$ cat config.mk
export PLATFORM = sky130hd
export DESIGN_NAME = fsctl_top
export DESIGN_NICKNAME = d
export VERILOG_FILES = /design/src/hw/fsctl_pkg.sv /design/src/hw/ctl_regs.sv /design/src/hw/frame_sync_edge.sv /design/src/hw/stream_cfg.sv /design/src/hw/intr_ctrl.sv /design/src/hw/fsctl_top.sv
export VERILOG_INCLUDE_DIRS = /design/src /design/src/hw
export SDC_FILE = /design/constraint.sdc
export NUM_CORES = 1
export LEC_CHECK = 0
export BUFFER_PORTS_ARGS = -buffer_cell sky130_fd_sc_hd__buf_2
export CORE_UTILIZATION = 43
export DETAILED_ROUTE_END_ITERATION = 6
export GPL_TIMING_DRIVEN = 0
export RECOVER_POWER = 100
export SYNTH_ARGS = -nofsm -noshare
export SYNTH_HDL_FRONTEND = slang
export SYNTH_SLANG_ARGS = --single-unit
$ cat constraint.sdc
create_clock -name o_clk -period 10.3 [get_ports o_clk]
set_input_delay 0.515 -clock o_clk [delete_from_list [all_inputs] [get_ports o_clk]]
set_output_delay 0.515 -clock o_clk [all_outputs]
set_load 0.005 [all_outputs]
$ cat src/hw/fsctl_cfg.svh
`ifndef FSCTL_CFG_SVH
`define FSCTL_CFG_SVH

// register bus
`define FSCTL_DATA_WIDTH     32
`define FSCTL_REG_IDX_WIDTH  8

// image coordinate widths
`define FSCTL_IMG_WBITS      12
`define FSCTL_IMG_HBITS      12

// y field position inside a geometry word, x sits at bit 0
`define FSCTL_IMG_H_LSB      16

// frame-buffer index
`define FSCTL_BUF_IDX_WIDTH  2

// bit distance between stream 0 and stream 1 fields in shared registers
`define FSCTL_INT_STRIDE     4

// read-only version word
`define FSCTL_CORE_VERSION   32'hFF00FF00

`endif

$ cat src/hw/fsctl_pkg.sv
`include "fsctl_cfg.svh"

package fsctl_pkg;

	typedef logic [`FSCTL_DATA_WIDTH-1:0]    reg_data_t;
	typedef logic [`FSCTL_REG_IDX_WIDTH-1:0] reg_idx_t;
	typedef logic [`FSCTL_IMG_WBITS-1:0]     img_w_t;
	typedef logic [`FSCTL_IMG_HBITS-1:0]     img_h_t;
	typedef logic [`FSCTL_BUF_IDX_WIDTH-1:0] buf_idx_t;
	typedef logic [1:0]                      dst_bmp_t;

	// register map
	typedef enum logic [`FSCTL_REG_IDX_WIDTH-1:0] {
		REG_CTRL      = 0,
		REG_DST_BMP   = 1,
		REG_INT_EN    = 2,
		REG_INT_STATE = 3,
		REG_BUF_IDX   = 4,
		REG_S0_BASE   = 5,
		REG_S1_BASE   = 10,
		REG_VERSION   = 255
	} reg_addr_e;

	// geometry words, relative to a stream base
	typedef enum logic [2:0] {
		GEOM_SIZE     = 0,
		GEOM_WIN_POS  = 1,
		GEOM_WIN_SIZE = 2,
		GEOM_DST_POS  = 3,
		GEOM_DST_SIZE = 4
	} geom_off_e;

endpackage

$ cat src/hw/ctl_regs.sv
`timescale 1ns/1ps
`include "fsctl_cfg.svh"

module ctl_regs (
	input  logic                 o_clk,
	input  logic                 o_resetn,
	input  logic                 i_wr_en,
	input  fsctl_pkg::reg_idx_t  i_wr_addr,
	input  fsctl_pkg::reg_data_t i_wr_data,
	input  logic                 i_rd_en,
	input  fsctl_pkg::reg_idx_t  i_rd_addr,
	output fsctl_pkg::reg_data_t o_rd_data,
	input  logic [1:0]           i_int_state,
	input  fsctl_pkg::buf_idx_t  i_s0_rd_buf_idx,
	input  fsctl_pkg::buf_idx_t  i_s1_rd_buf_idx,
	output logic                 o_soft_resetn,
	output logic                 o_cfg_hold,
	output logic [1:0]           o_int_en,
	output logic [1:0]           o_int_clr,
	output fsctl_pkg::dst_bmp_t  o_s0_dst_bmp,
	output fsctl_pkg::dst_bmp_t  o_s1_dst_bmp,
	output fsctl_pkg::img_w_t    o_s0_width, o_s0_win_left, o_s0_win_width,
	output fsctl_pkg::img_w_t    o_s0_dst_left, o_s0_dst_width,
	output fsctl_pkg::img_h_t    o_s0_height, o_s0_win_top, o_s0_win_height,
	output fsctl_pkg::img_h_t    o_s0_dst_top, o_s0_dst_height,
	output fsctl_pkg::img_w_t    o_s1_width, o_s1_win_left, o_s1_win_width,
	output fsctl_pkg::img_w_t    o_s1_dst_left, o_s1_dst_width,
	output fsctl_pkg::img_h_t    o_s1_height, o_s1_win_top, o_s1_win_height,
	output fsctl_pkg::img_h_t    o_s1_dst_top, o_s1_dst_height
);

	localparam int STRIDE   = `FSCTL_INT_STRIDE;
	localparam int H_LSB    = `FSCTL_IMG_H_LSB;
	localparam int WBITS    = $bits(fsctl_pkg::img_w_t);
	localparam int HBITS    = $bits(fsctl_pkg::img_h_t);
	localparam int BMP_BITS = $bits(fsctl_pkg::dst_bmp_t);
	localparam int BUF_BITS = $bits(fsctl_pkg::buf_idx_t);

	// stream 1 words follow stream 0 directly, one slot index covers both
	localparam int S0         = 0;
	localparam int S1         = fsctl_pkg::REG_S1_BASE - fsctl_pkg::REG_S0_BASE;
	localparam int GEOM_WORDS = 2 * S1;

	fsctl_pkg::img_w_t    geom_w [GEOM_WORDS];
	fsctl_pkg::img_h_t    geom_h [GEOM_WORDS];
	fsctl_pkg::reg_idx_t  wr_slot;
	fsctl_pkg::reg_idx_t  rd_slot;
	fsctl_pkg::reg_data_t rd_word;

	assign wr_slot = i_wr_addr - fsctl_pkg::REG_S0_BASE;
	assign rd_slot = i_rd_addr - fsctl_pkg::REG_S0_BASE;

	// --------------------------------------------------
	// write decode
	// --------------------------------------------------
	always_ff @(posedge o_clk) begin
		if (!o_resetn) begin
			o_soft_resetn <= 1'b0;
			o_cfg_hold    <= 1'b0;
			o_int_en      <= '0;
			o_s0_dst_bmp  <= '0;
			o_s1_dst_bmp  <= '0;
			for (int i = 0; i < GEOM_WORDS; i++) begin
				geom_w[i] <= '0;
				geom_h[i] <= '0;
			end
		end else if (i_wr_en) begin
			case (i_wr_addr)
				fsctl_pkg::REG_CTRL: begin
					o_soft_resetn <= i_wr_data[0];
					o_cfg_hold    <= i_wr_data[1];
				end
				fsctl_pkg::REG_DST_BMP: begin
					o_s0_dst_bmp <= i_wr_data[BMP_BITS-1:0];
					o_s1_dst_bmp <= i_wr_data[STRIDE +: BMP_BITS];
				end
				fsctl_pkg::REG_INT_EN: begin
					o_int_en <= {i_wr_data[STRIDE], i_wr_data[0]};
				end
				default: begin
					if (wr_slot < GEOM_WORDS) begin
						geom_w[wr_slot[3:0]] <= i_wr_data[WBITS-1:0];
						geom_h[wr_slot[3:0]] <= i_wr_data[H_LSB +: HBITS];
					end
				end
			endcase
		end
	end

	// write-one-to-clear, acts on the write edge itself
	assign o_int_clr = (i_wr_en && i_wr_addr == fsctl_pkg::REG_INT_STATE) ?
		{i_wr_data[STRIDE], i_wr_data[0]} : 2'b00;

	// shadow geometry towards the streams
	assign o_s0_width      = geom_w[S0 + fsctl_pkg::GEOM_SIZE];
	assign o_s0_height     = geom_h[S0 + fsctl_pkg::GEOM_SIZE];
	assign o_s0_win_left   = geom_w[S0 + fsctl_pkg::GEOM_WIN_POS];
	assign o_s0_win_top    = geom_h[S0 + fsctl_pkg::GEOM_WIN_POS];
	assign o_s0_win_width  = geom_w[S0 + fsctl_pkg::GEOM_WIN_SIZE];
	assign o_s0_win_height = geom_h[S0 + fsctl_pkg::GEOM_WIN_SIZE];
	assign o_s0_dst_left   = geom_w[S0 + fsctl_pkg::GEOM_DST_POS];
	assign o_s0_dst_top    = geom_h[S0 + fsctl_pkg::GEOM_DST_POS];
	assign o_s0_dst_width  = geom_w[S0 + fsctl_pkg::GEOM_DST_SIZE];
	assign o_s0_dst_height = geom_h[S0 + fsctl_pkg::GEOM_DST_SIZE];

	assign o_s1_width      = geom_w[S1 + fsctl_pkg::GEOM_SIZE];
	assign o_s1_height     = geom_h[S1 + fsctl_pkg::GEOM_SIZE];
	assign o_s1_win_left   = geom_w[S1 + fsctl_pkg::GEOM_WIN_POS];
	assign o_s1_win_top    = geom_h[S1 + fsctl_pkg::GEOM_WIN_POS];
	assign o_s1_win_width  = geom_w[S1 + fsctl_pkg::GEOM_WIN_SIZE];
	assign o_s1_win_height = geom_h[S1 + fsctl_pkg::GEOM_WIN_SIZE];
	assign o_s1_dst_left   = geom_w[S1 + fsctl_pkg::GEOM_DST_POS];
	assign o_s1_dst_top    = geom_h[S1 + fsctl_pkg::GEOM_DST_POS];
	assign o_s1_dst_width  = geom_w[S1 + fsctl_pkg::GEOM_DST_SIZE];
	assign o_s1_dst_height = geom_h[S1 + fsctl_pkg::GEOM_DST_SIZE];

	// --------------------------------------------------
	// readback
	// --------------------------------------------------
	always_comb begin
		rd_word = '0;
		case (i_rd_addr)
			fsctl_pkg::REG_CTRL: begin
				rd_word[1:0] = {o_cfg_hold, o_soft_resetn};
			end
			fsctl_pkg::REG_DST_BMP: begin
				rd_word[BMP_BITS-1:0]      = o_s0_dst_bmp;
				rd_word[STRIDE +: BMP_BITS] = o_s1_dst_bmp;
			end
			fsctl_pkg::REG_INT_EN: begin
				rd_word[0]      = o_int_en[0];
				rd_word[STRIDE] = o_int_en[1];
			end
			fsctl_pkg::REG_INT_STATE: begin
				rd_word[0]      = i_int_state[0];
				rd_word[STRIDE] = i_int_state[1];
			end
			fsctl_pkg::REG_BUF_IDX: begin
				rd_word[BUF_BITS-1:0]      = i_s0_rd_buf_idx;
				rd_word[STRIDE +: BUF_BITS] = i_s1_rd_buf_idx;
			end
			fsctl_pkg::REG_VERSION: begin
				rd_word = `FSCTL_CORE_VERSION;
			end
			default: begin
				if (rd_slot < GEOM_WORDS) begin
					rd_word[WBITS-1:0]      = geom_w[rd_slot[3:0]];
					rd_word[H_LSB +: HBITS] = geom_h[rd_slot[3:0]];
				end
			end
		endcase
	end

	// holds until the next read
	always_ff @(posedge o_clk) begin
		if (!o_resetn) begin
			o_rd_data <= '0;
		end else if (i_rd_en) begin
			o_rd_data <= rd_word;
		end
	end

endmodule

$ cat src/hw/frame_sync_edge.sv
`timescale 1ns/1ps

module frame_sync_edge (
	input  logic o_clk,
	input  logic o_resetn,
	input  logic i_fsync,
	input  logic i_cfg_hold,
	output logic o_fsync,
	output logic o_update
);

	logic sync_q1;
	logic sync_q2;
	logic sync_q3;
	logic edge_q;

	// two-flop synchroniser, third flop for the edge
	always_ff @(posedge o_clk) begin
		if (!o_resetn) begin
			sync_q1 <= 1'b0;
			sync_q2 <= 1'b0;
			sync_q3 <= 1'b0;
			edge_q  <= 1'b0;
			o_fsync <= 1'b0;
		end else begin
			sync_q1 <= i_fsync;
			sync_q2 <= sync_q1;
			sync_q3 <= sync_q2;
			edge_q  <= sync_q2 & ~sync_q3;
			// new config shows up together with o_fsync
			o_fsync <= edge_q;
		end
	end

	// software holds the shadow copy while it rewrites geometry
	assign o_update = edge_q & ~i_cfg_hold;

endmodule

$ cat src/hw/stream_cfg.sv
`timescale 1ns/1ps

module stream_cfg (
	input  logic                o_clk,
	input  logic                o_resetn,
	input  logic                i_update,
	input  fsctl_pkg::dst_bmp_t i_dst_bmp,
	input  fsctl_pkg::img_w_t   i_width,
	input  fsctl_pkg::img_h_t   i_height,
	input  fsctl_pkg::img_w_t   i_win_left,
	input  fsctl_pkg::img_w_t   i_win_width,
	input  fsctl_pkg::img_h_t   i_win_top,
	input  fsctl_pkg::img_h_t   i_win_height,
	input  fsctl_pkg::img_w_t   i_dst_left,
	input  fsctl_pkg::img_w_t   i_dst_width,
	input  fsctl_pkg::img_h_t   i_dst_top,
	input  fsctl_pkg::img_h_t   i_dst_height,
	output logic                o_soft_resetn,
	output fsctl_pkg::dst_bmp_t o_dst_bmp,
	output fsctl_pkg::img_w_t   o_width,
	output fsctl_pkg::img_h_t   o_height,
	output fsctl_pkg::img_w_t   o_win_left,
	output fsctl_pkg::img_w_t   o_win_width,
	output fsctl_pkg::img_w_t   o_win_righte,
	output fsctl_pkg::img_h_t   o_win_top,
	output fsctl_pkg::img_h_t   o_win_height,
	output fsctl_pkg::img_h_t   o_win_bottome,
	output fsctl_pkg::img_w_t   o_dst_left,
	output fsctl_pkg::img_w_t   o_dst_width,
	output fsctl_pkg::img_w_t   o_dst_righte,
	output fsctl_pkg::img_h_t   o_dst_top,
	output fsctl_pkg::img_h_t   o_dst_height,
	output fsctl_pkg::img_h_t   o_dst_bottome
);

	// --------------------------------------------------
	// active copy, moves only on a frame boundary
	// --------------------------------------------------
	always_ff @(posedge o_clk) begin
		if (!o_resetn) begin
			o_dst_bmp    <= '0;
			o_width      <= '0;
			o_height     <= '0;
			o_win_left   <= '0;
			o_win_width  <= '0;
			o_win_top    <= '0;
			o_win_height <= '0;
			o_dst_left   <= '0;
			o_dst_width  <= '0;
			o_dst_top    <= '0;
			o_dst_height <= '0;
		end else if (i_update) begin
			o_dst_bmp    <= i_dst_bmp;
			o_width      <= i_width;
			o_height     <= i_height;
			o_win_left   <= i_win_left;
			o_win_width  <= i_win_width;
			o_win_top    <= i_win_top;
			o_win_height <= i_win_height;
			o_dst_left   <= i_dst_left;
			o_dst_width  <= i_dst_width;
			o_dst_top    <= i_dst_top;
			o_dst_height <= i_dst_height;
		end
	end

	// exclusive edges, wrap at field width
	assign o_win_righte  = fsctl_pkg::img_w_t'(o_win_left + o_win_width);
	assign o_win_bottome = fsctl_pkg::img_h_t'(o_win_top + o_win_height);
	assign o_dst_righte  = fsctl_pkg::img_w_t'(o_dst_left + o_dst_width);
	assign o_dst_bottome = fsctl_pkg::img_h_t'(o_dst_top + o_dst_height);

	// stream runs only when it has somewhere to draw
	assign o_soft_resetn = (o_dst_bmp != '0);

endmodule

$ cat src/hw/intr_ctrl.sv
`timescale 1ns/1ps

module intr_ctrl (
	input  logic       o_clk,
	input  logic       o_resetn,
	input  logic [1:0] i_wr_done,
	input  logic [1:0] i_int_en,
	input  logic [1:0] i_int_clr,
	output logic [1:0] o_int_state,
	output logic [1:0] o_rd_en,
	output logic       o_intr
);

	logic [1:0] wr_q;
	logic [1:0] wr_d;
	logic [1:0] rise_q;

	// --------------------------------------------------
	// write-done capture
	// --------------------------------------------------
	always_ff @(posedge o_clk) begin
		if (!o_resetn) begin
			wr_q   <= '0;
			wr_d   <= '0;
			rise_q <= '0;
		end else begin
			wr_q   <= i_wr_done;
			wr_d   <= wr_q;
			rise_q <= wr_q & ~wr_d;
		end
	end

	// sticky state, clear wins over a set in the same cycle
	always_ff @(posedge o_clk) begin
		if (!o_resetn) begin
			o_int_state <= '0;
			o_rd_en     <= '0;
		end else begin
			o_int_state <= (o_int_state | rise_q) & ~i_int_clr;
			// acknowledged buffer may be read again by the stream
			o_rd_en     <= i_int_clr;
		end
	end

	assign o_intr = |(o_int_state & i_int_en);

endmodule

$ cat src/hw/fsctl_top.sv
`timescale 1ns/1ps

module fsctl_top (
	input  logic                 o_clk,
	input  logic                 o_resetn,
	input  logic                 i_wr_en,
	input  fsctl_pkg::reg_idx_t  i_wr_addr,
	input  fsctl_pkg::reg_data_t i_wr_data,
	input  logic                 i_rd_en,
	input  fsctl_pkg::reg_idx_t  i_rd_addr,
	output fsctl_pkg::reg_data_t o_rd_data,
	input  logic                 i_fsync,
	output logic                 o_fsync,
	output logic                 o_intr,
	output logic                 o_soft_resetn,
	output logic                 o_s0_soft_resetn, o_s1_soft_resetn,
	output fsctl_pkg::dst_bmp_t  o_s0_dst_bmp, o_s1_dst_bmp,
	output fsctl_pkg::img_w_t    o_s0_width, o_s0_win_left, o_s0_win_width, o_s0_win_righte,
	output fsctl_pkg::img_w_t    o_s0_dst_left, o_s0_dst_width, o_s0_dst_righte,
	output fsctl_pkg::img_h_t    o_s0_height, o_s0_win_top, o_s0_win_height, o_s0_win_bottome,
	output fsctl_pkg::img_h_t    o_s0_dst_top, o_s0_dst_height, o_s0_dst_bottome,
	output fsctl_pkg::img_w_t    o_s1_width, o_s1_win_left, o_s1_win_width, o_s1_win_righte,
	output fsctl_pkg::img_w_t    o_s1_dst_left, o_s1_dst_width, o_s1_dst_righte,
	output fsctl_pkg::img_h_t    o_s1_height, o_s1_win_top, o_s1_win_height, o_s1_win_bottome,
	output fsctl_pkg::img_h_t    o_s1_dst_top, o_s1_dst_height, o_s1_dst_bottome,
	input  logic                 i_s0_wr_done, i_s1_wr_done,
	output logic                 o_s0_rd_en, o_s1_rd_en,
	input  fsctl_pkg::buf_idx_t  i_s0_rd_buf_idx, i_s1_rd_buf_idx
);

	logic                cfg_hold;
	logic                update;
	logic [1:0]          int_en;
	logic [1:0]          int_clr;
	logic [1:0]          int_state;
	logic [1:0]          rd_en;
	fsctl_pkg::dst_bmp_t sh_s0_dst_bmp, sh_s1_dst_bmp;
	fsctl_pkg::img_w_t   sh_s0_width, sh_s0_win_left, sh_s0_win_width;
	fsctl_pkg::img_w_t   sh_s0_dst_left, sh_s0_dst_width;
	fsctl_pkg::img_h_t   sh_s0_height, sh_s0_win_top, sh_s0_win_height;
	fsctl_pkg::img_h_t   sh_s0_dst_top, sh_s0_dst_height;
	fsctl_pkg::img_w_t   sh_s1_width, sh_s1_win_left, sh_s1_win_width;
	fsctl_pkg::img_w_t   sh_s1_dst_left, sh_s1_dst_width;
	fsctl_pkg::img_h_t   sh_s1_height, sh_s1_win_top, sh_s1_win_height;
	fsctl_pkg::img_h_t   sh_s1_dst_top, sh_s1_dst_height;

	ctl_regs u_ctl_regs (
		.o_clk(o_clk), .o_resetn(o_resetn),
		.i_wr_en(i_wr_en), .i_wr_addr(i_wr_addr), .i_wr_data(i_wr_data),
		.i_rd_en(i_rd_en), .i_rd_addr(i_rd_addr), .o_rd_data(o_rd_data),
		.i_int_state(int_state),
		.i_s0_rd_buf_idx(i_s0_rd_buf_idx), .i_s1_rd_buf_idx(i_s1_rd_buf_idx),
		.o_soft_resetn(o_soft_resetn), .o_cfg_hold(cfg_hold),
		.o_int_en(int_en), .o_int_clr(int_clr),
		.o_s0_dst_bmp(sh_s0_dst_bmp), .o_s1_dst_bmp(sh_s1_dst_bmp),
		.o_s0_width(sh_s0_width), .o_s0_height(sh_s0_height),
		.o_s0_win_left(sh_s0_win_left), .o_s0_win_top(sh_s0_win_top),
		.o_s0_win_width(sh_s0_win_width), .o_s0_win_height(sh_s0_win_height),
		.o_s0_dst_left(sh_s0_dst_left), .o_s0_dst_top(sh_s0_dst_top),
		.o_s0_dst_width(sh_s0_dst_width), .o_s0_dst_height(sh_s0_dst_height),
		.o_s1_width(sh_s1_width), .o_s1_height(sh_s1_height),
		.o_s1_win_left(sh_s1_win_left), .o_s1_win_top(sh_s1_win_top),
		.o_s1_win_width(sh_s1_win_width), .o_s1_win_height(sh_s1_win_height),
		.o_s1_dst_left(sh_s1_dst_left), .o_s1_dst_top(sh_s1_dst_top),
		.o_s1_dst_width(sh_s1_dst_width), .o_s1_dst_height(sh_s1_dst_height)
	);

	frame_sync_edge u_frame_sync_edge (
		.o_clk(o_clk), .o_resetn(o_resetn),
		.i_fsync(i_fsync), .i_cfg_hold(cfg_hold),
		.o_fsync(o_fsync), .o_update(update)
	);

	// --------------------------------------------------
	// per-stream active configuration
	// --------------------------------------------------
	stream_cfg u_stream0 (
		.o_clk(o_clk), .o_resetn(o_resetn), .i_update(update),
		.i_dst_bmp(sh_s0_dst_bmp),
		.i_width(sh_s0_width), .i_height(sh_s0_height),
		.i_win_left(sh_s0_win_left), .i_win_width(sh_s0_win_width),
		.i_win_top(sh_s0_win_top), .i_win_height(sh_s0_win_height),
		.i_dst_left(sh_s0_dst_left), .i_dst_width(sh_s0_dst_width),
		.i_dst_top(sh_s0_dst_top), .i_dst_height(sh_s0_dst_height),
		.o_soft_resetn(o_s0_soft_resetn), .o_dst_bmp(o_s0_dst_bmp),
		.o_width(o_s0_width), .o_height(o_s0_height),
		.o_win_left(o_s0_win_left), .o_win_width(o_s0_win_width),
		.o_win_righte(o_s0_win_righte), .o_win_top(o_s0_win_top),
		.o_win_height(o_s0_win_height), .o_win_bottome(o_s0_win_bottome),
		.o_dst_left(o_s0_dst_left), .o_dst_width(o_s0_dst_width),
		.o_dst_righte(o_s0_dst_righte), .o_dst_top(o_s0_dst_top),
		.o_dst_height(o_s0_dst_height), .o_dst_bottome(o_s0_dst_bottome)
	);

	stream_cfg u_stream1 (
		.o_clk(o_clk), .o_resetn(o_resetn), .i_update(update),
		.i_dst_bmp(sh_s1_dst_bmp),
		.i_width(sh_s1_width), .i_height(sh_s1_height),
		.i_win_left(sh_s1_win_left), .i_win_width(sh_s1_win_width),
		.i_win_top(sh_s1_win_top), .i_win_height(sh_s1_win_height),
		.i_dst_left(sh_s1_dst_left), .i_dst_width(sh_s1_dst_width),
		.i_dst_top(sh_s1_dst_top), .i_dst_height(sh_s1_dst_height),
		.o_soft_resetn(o_s1_soft_resetn), .o_dst_bmp(o_s1_dst_bmp),
		.o_width(o_s1_width), .o_height(o_s1_height),
		.o_win_left(o_s1_win_left), .o_win_width(o_s1_win_width),
		.o_win_righte(o_s1_win_righte), .o_win_top(o_s1_win_top),
		.o_win_height(o_s1_win_height), .o_win_bottome(o_s1_win_bottome),
		.o_dst_left(o_s1_dst_left), .o_dst_width(o_s1_dst_width),
		.o_dst_righte(o_s1_dst_righte), .o_dst_top(o_s1_dst_top),
		.o_dst_height(o_s1_dst_height), .o_dst_bottome(o_s1_dst_bottome)
	);

	intr_ctrl u_intr_ctrl (
		.o_clk(o_clk), .o_resetn(o_resetn),
		.i_wr_done({i_s1_wr_done, i_s0_wr_done}),
		.i_int_en(int_en), .i_int_clr(int_clr),
		.o_int_state(int_state), .o_rd_en(rd_en), .o_intr(o_intr)
	);

	assign o_s0_rd_en = rd_en[0];
	assign o_s1_rd_en = rd_en[1];

endmodule

==> reports/metrics.yaml <==
hold_viol: 0
met1_length_um: 45100
cts_sinks: 676
hold_path.class: "in2reg"
rr_endpoint: "u_stream0.o_dst_top[4]"
drcViolationCount: 9
cp_max_fo: 10
top_regs: "u_ctl_regs.geom_h: 192 flops, u_ctl_regs.geom_w: 192 flops, u_ctl_regs.o_rd_data: 25 flops"
area_growth_pct: 17.7
final_cells: 4459
clockPowerShare_pct: 42.8
ys_seq_area_share_pct: 55.4
drive_above_1_share_pct: 14.9
power_frac_seq_pct: 48.7
timing.rr.start: "u_ctl_regs.o_cfg_hold"
r2r_slack_ns: 7.12
synthArstFlopShare_pct: 0
leakage_uw: 0.0136
critPathCapture: "u_ctl_regs.o_rd_data[11]"
drv_cap: 0
ir_worst_vdd_mv: 0.131
worst-setup-path-type: "in2reg"
r2r_cells: 6
syn_area_mm2: 0.0314
crit_arrival_ns: 5.82
synthMuxAreaShare_pct: 8.55
synthAdderAreaFrac_pct: 4.42
synth_top_family_by_area: "simple AND/OR/NAND/NOR gates"
cts-resized-gates: 0
synth_edf_count: 384
crit_required_ns: 10.78
vias: 25000
yosys.area_share.simple_pct: 16.6
dp_hpwl_um: 85400
htree_levels: 3
finalMaxSlewViolations: 0
fin_area_mm2: 0.0369
synth_xor_area_share_pct: 2.20
cp.depth: 12
top_layer_used: "met5"
synthTopCellsByArea: "edfxtp_1 37%, dfxtp_1 19%, mux4_2 6.9%"
ctsHoldBuffers: 0
cp-start-kind: "input port"
slew_headroom_pct: 10.0
clockRootBuffer: "clkbuf_16"
internal_power_uw: 4740
avgViaCountPerCell: 5.60
coreArea_mm2: 0.0719
fmax_ghz: 0.187
rsz0062_at_grt: "false"
status: "finished with violations"
rows: 98
violations: "design-rule violations"
synth-compound-area-share_pct: 9.07
yosysMostFrequentCell: "nand2_1"
layout.nets: 3612
cts_made_buffers: 72
overflow: 0
min_period_ns: 5.34
worstPathCellList: "clkbuf_1 -> clkbuf_1 -> clkbuf_1 -> inv_1 -> ha_1 -> clkbuf_1 -> clkbuf_1 -> clkbuf_1 -> mux4_2 -> mux2_1 -> a21oi_1 -> o22ai_1"
placed_cells: 4323
cts.reportedPaths.clkPinSlew_ns: 0.06
grt_pass1_vias: 23900
tns_ns: 0
synth_flop_cell: "edfxtp_1"
die_h_um: 272
synth_area_per_cell_um2: 11.2
clock_latency_ns: 0.62
avgRoutedWirePerCell_um: 24.6
start_util_pct: 43.7
endpoint_kind: "register"
worst_pin_slew_ns: 1.35
postRouteAntennaNets: 0
synth_top_cell_by_area: "edfxtp_1"
critPathTopFamily: "buffers and inverters"
wl_met3_um: 8370
wl_met2_um: 52100
total_power_uw: 6240
track_usage_pct: 29.1
crit_top_cell: "clkbuf_1"
wl_um: 110000
gp_congestion: 0.946
placed_area_mm2: 0.0353
setup_viol: 0
synth-seq-cells: 676
die_w_um: 272
pwr-share-comb_pct: 8.5
synth_warnings: 0
dr.pass1.iters: 7
drtIter0Drc: 2263
finalCritPeriodShare_pct: 51.9
yosys.cell_types.count: 65
pwr_density_cell_mw_per_mm2: 169
cp-startpoint: "i_rd_addr[0]"
p_switching_uw: 1510
cpMaxStageDelayCell: "clkbuf_1"
die_area_mm2: 0.0741
switching_share_pct: 24.1
clock_skew_ns: 0.0204
clockBufferDepth: 3
grt_max_degree: 25
crit_buf_inv: 7
io_buffers: 426
cts_tree: "done"
synth_top_area_share_pct: 36.7
io_pins: 438
slowest_delay_ns: 1.04
netlist_instances: 2795
grt_first_pass_wirelength_um: 158000
grt_antenna_before_repair: 9
ys_top_cells_by_count: "546 x nand2_1, 384 x edfxtp_1, 307 x a21oi_1"
min_path_cells: 2
cts_setup_buffers: 0
[stage by stage]
step | setup slack (ns) | utilization, % | hold slack, ns
2_1_floorplan | 5.81 | - | 0.367
3_3_place_gp | 2.16 | 49.1 | 0.374
3_5_place_dp | 5.06 | 49.2 | 0.379
4_1_cts | 5.70 | 52.5 | 0.0790
5_1_grt | 4.87 | 51.4 | 0.104
6_report | 4.96 | 51.4 | 0.104
[layout make-up]
| cell class | count | area [um2] |
|---|---|---|
| Tap cell | 950 | 1190 |
| Inverter | 76 | 285 |
| Multi-Input combinational cell | 2003 | 13000 |
| Fill cell | 6746 | 34900 |
| Timing Repair Buffer | 435 | 1900 |
| Clock inverter | 27 | 295 |
| Buffer | 183 | 762 |
| Sequential cell | 676 | 17400 |
| Clock buffer | 106 | 2130 |
| Antenna cell | 3 | 7.51 |
[layer usage]
metal,up-vias,track usage (%)
li1,11300,-
met1,12400,38.4
met2,1053,48.4
met3,186,4.47
met4,8,10.7
met5,-,0
[how the worst min path moves through the flow]
stage | startpoint | to | slack [ns]
floorplan | u_frame_sync_edge.sync_q3 | u_frame_sync_edge.edge_q | 0.37
global placement | u_intr_ctrl.wr_d[1] | u_intr_ctrl.rise_q[1] | 0.37
global route | i_s1_wr_done | u_intr_ctrl.wr_q[1] | 0.10
finish | i_fsync | u_frame_sync_edge.sync_q1 | 0.10
detailed placement | u_intr_ctrl.wr_d[1] | u_intr_ctrl.rise_q[1] | 0.38
CTS | i_s1_wr_done | u_intr_ctrl.wr_q[1] | 0.08
[power by group through the flow]
stage               Combinational, uW  Clock [uW]  Sequential (uW)
CTS                               538        2690             3040
global route                      561        2800             3040
global placement                  525           0             3090
finish                            530        2670             3040
detailed placement                536           0             3090
floorplan                         318           0             3050
[worst register-to-register path, delay by kind of cell, from the launching register on]
kind | cells | cell delay [ns]
flops | 1 | 0.40
simple gates | 2 | 0.26
compound gates | 1 | 0.18
buf+inv | 3 | 2.24
[cells by family (layout without fill, tap and decap cells)]
kind of cell / after synthesis / after routing
flip-flops: 676 / 676
multiplexers: 145 / 145
XOR/XNOR: 79 / 79
AO/OA/AOI/OAI: 492 / 492
adder cells (fa/ha/maj): 106 / 106
AND/OR/NAND/NOR: 1037 / 1037
other: 1 / 147
buffers and inverters: 259 / 827
[placed cells by master (no fill, tap or decap), drive strengths merged, types with 23 or more instances in the layout]
master / netlist / layout
and2: 39 / 39
nor3: 231 / 231
mux2i: 24 / 24
clkinv: 24 / 41
xnor2: 49 / 49
conb: 1 / 144
xor2: 30 / 30
o21ai: 58 / 58
mux4: 96 / 96
buf: 72 / 227
nand2: 546 / 546
nand3: 23 / 23
mux2: 25 / 25
edfxtp: 384 / 384
ha: 98 / 98
a21oi: 307 / 307
dfxtp: 292 / 292
nor2: 103 / 103
inv: 52 / 55
nor2b: 25 / 25
clkbuf: 111 / 497
Note: power is estimated with default switching activity, not from simulation.
